<file path="src/logic/noc_rx_macros.svh">
`ifndef NOC_RX_MACROS_SVH
`define NOC_RX_MACROS_SVH

// Width of one NoC flit
`define NOC_DATA_WIDTH 64

// Message length counts every flit after the header, metadata and payload alike
`define MSG_LENGTH_WIDTH 8

`define MSG_META_FLITS_WIDTH 4

// Input FIFO depth must be a power of two
`define RX_FIFO_DEPTH 4

`endif

</file>
<file path="src/logic/noc_rx_pkg.sv">
`include "noc_rx_macros.svh"

package noc_rx_pkg;

    typedef enum logic [7:0] {
        MSG_DATA = 8'd0,
        MSG_CTRL = 8'd1,
        MSG_ACK  = 8'd2,
        MSG_CFG  = 8'd3
    } msg_type_e;

    // Header flit layout with the most significant field first
    typedef struct packed {
        logic [7:0]                       dst_x;
        logic [7:0]                       dst_y;
        msg_type_e                        msg_type;
        logic [`MSG_LENGTH_WIDTH-1:0]     msg_len;
        logic [`MSG_META_FLITS_WIDTH-1:0] metadata_flits;
        logic [`NOC_DATA_WIDTH-24-`MSG_LENGTH_WIDTH-`MSG_META_FLITS_WIDTH-1:0] reserved;
    } noc_hdr_flit_t;

    typedef enum logic [1:0] {
        HDR_FLIT   = 2'd0,
        META_FLITS = 2'd1,
        DATA_FLITS = 2'd2
    } strip_state_e;

endpackage

</file>
<file path="src/logic/flit_stream_if.sv">
`timescale 1ns/1ps
`include "noc_rx_macros.svh"

// One valid/ready flit stream where last marks the end of a group of flits
interface flit_stream_if;
    logic                       val;
    logic [`NOC_DATA_WIDTH-1:0] data;
    logic                       last;
    logic                       rdy;

    modport source (
        output val,
        output data,
        output last,
        input  rdy
    );

    modport sink (
        input  val,
        input  data,
        input  last,
        output rdy
    );
endinterface

</file>
<file path="src/logic/flit_in_fifo.sv">
`timescale 1ns/1ps
`include "noc_rx_macros.svh"

module flit_in_fifo (
    input  logic                       clk,
    input  logic                       rst,

    input  logic                       in_val,
    input  logic [`NOC_DATA_WIDTH-1:0] in_data,
    output logic                       in_rdy,

    flit_stream_if.source              out
);
    localparam int PTR_W = $clog2(`RX_FIFO_DEPTH);

    logic [`NOC_DATA_WIDTH-1:0] mem [`RX_FIFO_DEPTH];
    logic [PTR_W-1:0]           wr_ptr;
    logic [PTR_W-1:0]           rd_ptr;
    logic [PTR_W:0]             count;
    logic                       wr_en;
    logic                       rd_en;
    logic                       full;
    logic                       empty;

    assign full  = count == (PTR_W+1)'(`RX_FIFO_DEPTH);
    assign empty = count == '0;

    assign in_rdy = !full;
    assign wr_en  = in_val && !full;
    assign rd_en  = out.val && out.rdy;

    // Head is visible the cycle after it is written
    assign out.val  = !empty;
    assign out.data = mem[rd_ptr];
    assign out.last = 1'b0;

    always_ff @(posedge clk) begin
        if (wr_en) begin
            mem[wr_ptr] <= in_data;
        end
    end

    always_ff @(posedge clk) begin
        if (rst) begin
            wr_ptr <= '0;
            rd_ptr <= '0;
            count  <= '0;
        end else begin
            if (wr_en) begin
                wr_ptr <= wr_ptr + 1'b1;
            end
            if (rd_en) begin
                rd_ptr <= rd_ptr + 1'b1;
            end
            case ({wr_en, rd_en})
                2'b10: begin
                    count <= count + 1'b1;
                end
                2'b01: begin
                    count <= count - 1'b1;
                end
                default: begin
                    count <= count;
                end
            endcase
        end
    end
endmodule

</file>
<file path="src/logic/flit_hdr_strip.sv">
`timescale 1ns/1ps
`include "noc_rx_macros.svh"

module flit_hdr_strip
    import noc_rx_pkg::*;
(
    input  logic         clk,
    input  logic         rst,

    flit_stream_if.sink   src,
    flit_stream_if.source hdr,
    flit_stream_if.source dat
);
    strip_state_e state_reg;
    strip_state_e state_next;

    logic [`MSG_LENGTH_WIDTH-1:0]     msg_flit_cnt_reg;
    logic [`MSG_LENGTH_WIDTH-1:0]     msg_flit_cnt_next;
    logic [`MSG_META_FLITS_WIDTH-1:0] meta_flit_cnt_reg;
    logic [`MSG_META_FLITS_WIDTH-1:0] meta_flit_cnt_next;
    logic                             load_cnt;
    logic                             decr_msg_cnt;
    logic                             decr_meta_cnt;

    noc_hdr_flit_t hdr_flit;

    assign hdr_flit = src.data;

    // Both paths see the same flit and only the valids are steered
    assign hdr.data = src.data;
    assign dat.data = src.data;
    assign dat.last = msg_flit_cnt_reg == `MSG_LENGTH_WIDTH'(1);

    always_ff @(posedge clk) begin
        if (rst) begin
            state_reg         <= HDR_FLIT;
            msg_flit_cnt_reg  <= '0;
            meta_flit_cnt_reg <= '0;
        end else begin
            state_reg         <= state_next;
            msg_flit_cnt_reg  <= msg_flit_cnt_next;
            meta_flit_cnt_reg <= meta_flit_cnt_next;
        end
    end

    always_comb begin
        msg_flit_cnt_next = msg_flit_cnt_reg;
        if (load_cnt) begin
            msg_flit_cnt_next = hdr_flit.msg_len;
        end else if (decr_msg_cnt) begin
            msg_flit_cnt_next = msg_flit_cnt_reg - 1'b1;
        end
    end

    always_comb begin
        meta_flit_cnt_next = meta_flit_cnt_reg;
        if (load_cnt) begin
            meta_flit_cnt_next = hdr_flit.metadata_flits;
        end else if (decr_meta_cnt) begin
            meta_flit_cnt_next = meta_flit_cnt_reg - 1'b1;
        end
    end

    always_comb begin
        hdr.val       = 1'b0;
        hdr.last      = 1'b0;
        dat.val       = 1'b0;
        src.rdy       = 1'b0;
        load_cnt      = 1'b0;
        decr_msg_cnt  = 1'b0;
        decr_meta_cnt = 1'b0;
        state_next    = state_reg;

        case (state_reg)
            HDR_FLIT: begin
                hdr.val = src.val;
                src.rdy = hdr.rdy;
                if (src.val && hdr.rdy) begin
                    load_cnt = 1'b1;
                    if (hdr_flit.msg_len == '0) begin
                        // Header-only message ends here
                        hdr.last = 1'b1;
                    end else if (hdr_flit.metadata_flits == '0) begin
                        hdr.last   = 1'b1;
                        state_next = DATA_FLITS;
                    end else begin
                        state_next = META_FLITS;
                    end
                end
            end
            META_FLITS: begin
                hdr.val = src.val;
                src.rdy = hdr.rdy;
                if (src.val && hdr.rdy) begin
                    decr_msg_cnt  = 1'b1;
                    decr_meta_cnt = 1'b1;
                    if (msg_flit_cnt_reg == `MSG_LENGTH_WIDTH'(1)) begin
                        // Metadata fills the whole message so no payload follows
                        hdr.last   = 1'b1;
                        state_next = HDR_FLIT;
                    end else if (meta_flit_cnt_reg == `MSG_META_FLITS_WIDTH'(1)) begin
                        hdr.last   = 1'b1;
                        state_next = DATA_FLITS;
                    end
                end
            end
            DATA_FLITS: begin
                dat.val = src.val;
                src.rdy = dat.rdy;
                if (src.val && dat.rdy) begin
                    decr_msg_cnt = 1'b1;
                    if (msg_flit_cnt_reg == `MSG_LENGTH_WIDTH'(1)) begin
                        state_next = HDR_FLIT;
                    end
                end
            end
            default: begin
                state_next = HDR_FLIT;
            end
        endcase
    end
endmodule

</file>
<file path="src/logic/msg_hdr_parse.sv">
`timescale 1ns/1ps
`include "noc_rx_macros.svh"

module msg_hdr_parse
    import noc_rx_pkg::*;
(
    input  logic                             clk,
    input  logic                             rst,

    flit_stream_if.sink                      hdr,

    output logic                             desc_val,
    output msg_type_e                        desc_type,
    output logic [`MSG_LENGTH_WIDTH-1:0]     desc_len,
    output logic [`MSG_META_FLITS_WIDTH-1:0] desc_meta_flits,
    output logic [`NOC_DATA_WIDTH-1:0]       desc_meta,
    input  logic                             desc_rdy
);
    noc_hdr_flit_t hdr_flit;
    logic          hdr_xfer;
    logic          at_hdr;
    logic          got_meta;

    assign hdr_flit = hdr.data;

    // A finished descriptor blocks the next header until it is taken
    assign hdr.rdy  = !desc_val;
    assign hdr_xfer = hdr.val && hdr.rdy;

    always_ff @(posedge clk) begin
        if (rst) begin
            desc_val <= 1'b0;
            at_hdr   <= 1'b1;
            got_meta <= 1'b0;
        end else begin
            if (desc_val && desc_rdy) begin
                desc_val <= 1'b0;
            end
            if (hdr_xfer) begin
                if (hdr.last) begin
                    desc_val <= 1'b1;
                    at_hdr   <= 1'b1;
                end else begin
                    at_hdr <= 1'b0;
                end
                if (at_hdr) begin
                    got_meta <= 1'b0;
                end else begin
                    got_meta <= 1'b1;
                end
            end
        end
    end

    always_ff @(posedge clk) begin
        if (hdr_xfer) begin
            if (at_hdr) begin
                desc_type       <= hdr_flit.msg_type;
                desc_len        <= hdr_flit.msg_len;
                desc_meta_flits <= hdr_flit.metadata_flits;
                desc_meta       <= '0;
            end else if (!got_meta) begin
                // Only the first metadata flit is kept
                desc_meta <= hdr.data;
            end
        end
    end
endmodule

</file>
<file path="src/logic/noc_msg_rx.sv">
`timescale 1ns/1ps
`include "noc_rx_macros.svh"

module noc_msg_rx
    import noc_rx_pkg::*;
(
    input  logic                             clk,
    input  logic                             rst,

    input  logic                             in_val,
    input  logic [`NOC_DATA_WIDTH-1:0]       in_data,
    output logic                             in_rdy,

    output logic                             desc_val,
    output msg_type_e                        desc_type,
    output logic [`MSG_LENGTH_WIDTH-1:0]     desc_len,
    output logic [`MSG_META_FLITS_WIDTH-1:0] desc_meta_flits,
    output logic [`NOC_DATA_WIDTH-1:0]       desc_meta,
    input  logic                             desc_rdy,

    output logic                             data_val,
    output logic [`NOC_DATA_WIDTH-1:0]       data,
    output logic                             data_last,
    input  logic                             data_rdy
);
    flit_stream_if fifo_out ();
    flit_stream_if hdr_path ();
    flit_stream_if data_path ();

    flit_in_fifo u_fifo (
        .clk     (clk),
        .rst     (rst),
        .in_val  (in_val),
        .in_data (in_data),
        .in_rdy  (in_rdy),
        .out     (fifo_out.source)
    );

    flit_hdr_strip u_strip (
        .clk (clk),
        .rst (rst),
        .src (fifo_out.sink),
        .hdr (hdr_path.source),
        .dat (data_path.source)
    );

    msg_hdr_parse u_parse (
        .clk             (clk),
        .rst             (rst),
        .hdr             (hdr_path.sink),
        .desc_val        (desc_val),
        .desc_type       (desc_type),
        .desc_len        (desc_len),
        .desc_meta_flits (desc_meta_flits),
        .desc_meta       (desc_meta),
        .desc_rdy        (desc_rdy)
    );

    // Payload path goes straight out to the data ports
    assign data_val      = data_path.val;
    assign data          = data_path.data;
    assign data_last     = data_path.last;
    assign data_path.rdy = data_rdy;
endmodule

</file>
<file path="config.mk">
export PLATFORM = sky130hd
export DESIGN_NAME = noc_msg_rx
export DESIGN_NICKNAME = d
export VERILOG_FILES = /design/src/logic/noc_rx_pkg.sv /design/src/logic/flit_stream_if.sv /design/src/logic/flit_in_fifo.sv /design/src/logic/flit_hdr_strip.sv /design/src/logic/msg_hdr_parse.sv /design/src/logic/noc_msg_rx.sv
export VERILOG_INCLUDE_DIRS = /design/src /design/src/logic
export SDC_FILE = /design/constraint.sdc
export NUM_CORES = 1
export LEC_CHECK = 0
export BUFFER_PORTS_ARGS = -buffer_cell sky130_fd_sc_hd__buf_2
export CAP_MARGIN = 20
export CORE_UTILIZATION = 40
export DETAILED_ROUTE_END_ITERATION = 8
export SYNTH_ARGS = -nofsm -noshare
export SYNTH_HDL_FRONTEND = slang
export SYNTH_SLANG_ARGS = --single-unit
</file>
<file path="constraint.sdc">
create_clock -name clk -period 5.01 [get_ports clk]
set_input_delay 1.002 -clock clk [delete_from_list [all_inputs] [get_ports clk]]
set_output_delay 1.002 -clock clk [all_outputs]
set_load 0.05 [all_outputs]
</file>
==> results_dict.tcl <==
set metrics [dict create \
    status "finished, final reports clean" \
    grt_antenna_before_repair 6 \
    yosysSeqAreaShare_pct 78.2 \
    port_buffers 220 \
    synth_most_common_cell "edfxtp_1" \
    slew_viol_final 0 \
    power.density_nw_per_um2 704 \
    nFillCells 2833 \
    syn_nets 761 \
    seqCellArea_um2 10700 \
    grt_pass1_vias 7163 \
    grt_usage_pct 16.0 \
    fin_nets 1001 \
    avgSynthCellArea_um2 20.2 \
    drt-initial-drc-count 389 \
    hold_violations 0 \
    critPathKind "register to output port" \
    start_kind "register" \
    cts_made_buffers 39 \
    fin_util_pct 49.4 \
    worst_pin_slew_ns 1.03 \
    path_max_fanout 31 \
    dr.pass1.iters 5 \
    dr_total_vias 6928 \
    cts_tree "yes" \
    syn_area_um2 13700 \
    drt_wl_total_mm 27.8 \
    dp_hpwl_mm 16.9 \
    die_h_um 187 \
    rows 67 \
    cts_resized 0 \
    synth_common_cells "edfxtp_1 (340), and2_1 (68), mux4_2 (64)" \
    synthCells 678 \
    rsz0062_at_grt "no" \
    post-route-period-util_pct 71.6 \
    clock-sinks 366 \
    start_util_pct 40.8 \
    hp-start "u_fifo.wr_ptr[1]$_SDFFE_PP0P_" \
    final_antenna_net_count 0 \
    synthTopCellsByArea "edfxtp_1 (74%), mux4_2 (11%), dfxtp_1 (3.8%), and2_1 (3.1%), ha_1 (1.2%)" \
    synth_top_area_share_pct 74.4 \
    n_antenna_cell 0 \
    fin_worst_skew_ns 0.0234 \
    ys_seq_elements 366 \
    die_area_um2 35000 \
    max-vdd-ir-drop_uv 482 \
    critPathCaptureType "output port" \
    clkLatencyLatePin_ns 0.52 \
    multi_input_area_um2 2830 \
    grt_pass1_wl_mm 42.4 \
    overflow 0 \
    reg2regPathDepth 11 \
    area_growth_pct 21.0 \
    core_um2 33600 \
    postCtsHoldBufs 0 \
    io_pins 221 \
    drcViolationCount 0 \
    critPathSlowestCell "dfxtp_4" \
    r2r-start "u_strip.state_reg[0]$_SDFFE_PP0P_" \
    largest_reg_flops 256 \
    layout-drive-gt1-share_pct 38.4 \
    required_ns 4.01 \
    wl_per_cell_um 19.9 \
    slew_headroom_pct 31.1 \
    viasPerCell 4.97 \
    leakagePower_nw 5.83 \
    drv_cap 0 \
    async_flop_share_pct 0 \
    synth-edff-count 340 \
    holdPathStages 2 \
    ctsLongestPathBuffers 3 \
    ys_dominant_reg_cell "edfxtp_1" \
    top_register "u_fifo.mem" \
    clkTransAtPathRegs_ns 0.06 \
    setup_viol 0 \
    chipWidth_um 187 \
    cts_max_level 2 \
    post_cts_buffers 0 \
    r2r_setup_slack_ns 1.86 \
    place.gp.congestion 0.765 \
    fmaxAchievable_mhz 279 \
    cts_root_buf "clkbuf_16" \
    setup-tns-final_ns 0 \
    cp.arrival_ns 2.58 \
    slowest_delay_ns 0.79 \
    min_period_ns 3.59 \
    reg_top3 "u_fifo.mem: 256 flops, u_parse.desc_meta: 64 flops" \
    path_cells "buf_4 -> mux4_2 -> buf_2" \
    grt_max_degree 65 \
    yosysWarnings 0 \
    synth_cell_types 47 \
    hold_path_class "register to register" \
    synth_area_leader_cell "edfxtp_1" \
]
[final timing paths]
kind                                   endpoint
setup / recovery                       data[41]
hold / removal    u_fifo.wr_ptr[1]$_SDFFE_PP0P_
setup reg to reg   u_fifo.count[2]$_SDFFE_PP0P_
hold reg to reg   u_fifo.wr_ptr[1]$_SDFFE_PP0P_
[routing by layer]
metal | global-route usage [%] | vias up | part of all wire (%)
met4 | 4.16 | 8 | 1.7
met5 | 0 | - | 0.19
li1 | - | 3180 | -
met3 | 4.99 | 46 | 7.4
met2 | 26.0 | 221 | 48
met1 | 20.8 | 3473 | 42
[critical path: cells and delay by family (launching register included)]
kind,cells,cell delay [ns]
DFF,1,0.79
muxes,1,0.59
buffers and inverters,2,0.66
[cells by family (layout without fill, tap and decap cells)]
family                     Yosys count  after routing  synth area share, %
AOI/OAI and AO/OA                   41             41                 2.21
xor gates and xnor gates            10             10                0.639
adders and majority gates           14             14                 1.33
buffers and inverters               47            315                 1.39
DFF                                366            366                 78.2
muxes                               66             66                 10.7
and+or+nand+nor                    134            134                 5.53
[power breakdown]
| group | switching (W) | total, W | internal (W) |
|---|---|---|---|
| Clock | 0.00111 | 0.00276 | 0.00165 |
| Sequential | 0.000302 | 0.00450 | 0.00420 |
| Combinational | 0.00333 | 0.00441 | 0.00108 |
| Total | 0.00475 | 0.0117 | 0.00693 |
[placed cells by master, fill, tap and decap left out, types with 3 or more instances in the layout]
cell,count
clkbuf_1,9
buf_2,220
xor2_1,3
clkbuf_16,41
nor4_1,3
nor3_1,7
o21ai_0,6
dfxtp_1,24
and3_4,4
nand2_1,9
or4_1,3
a21oi_1,9
nand3_1,4
and2_1,68
bufinv_16,3
clkinv_1,7
xnor2_1,7
a211oi_1,7
nor2_1,22
inv_1,15
or3_1,4
edfxtp_1,340
mux4_2,64
clkinv_2,7
buf_4,10
ha_1,13
[stage by stage]
stage               setup WS (ns)  total power, W  std cells  hold slack, ns  instance area, um^2
finish                       1.42          0.0117       1394           0.500                16600
global route                 1.22          0.0122       1394           0.535                16600
detailed placement           1.85         0.00907       1325           0.489                15400
global placement             1.84         0.00902       1325           0.488                15400
CTS                          1.31          0.0119       1394           0.502                16600
floorplan                  0.0804         0.00795        678           0.438                13700
[layout make-up]
class	count	share of cell area, %
sequential	366	64.7
multi-input combinational	265	17.0
timing repair buffer	230	7.08
clock buffer	50	6.38
tap	448	3.38
clock inverter	19	1.08
inverter	16	0.362
Note: power is estimated with default switching activity, not from simulation.
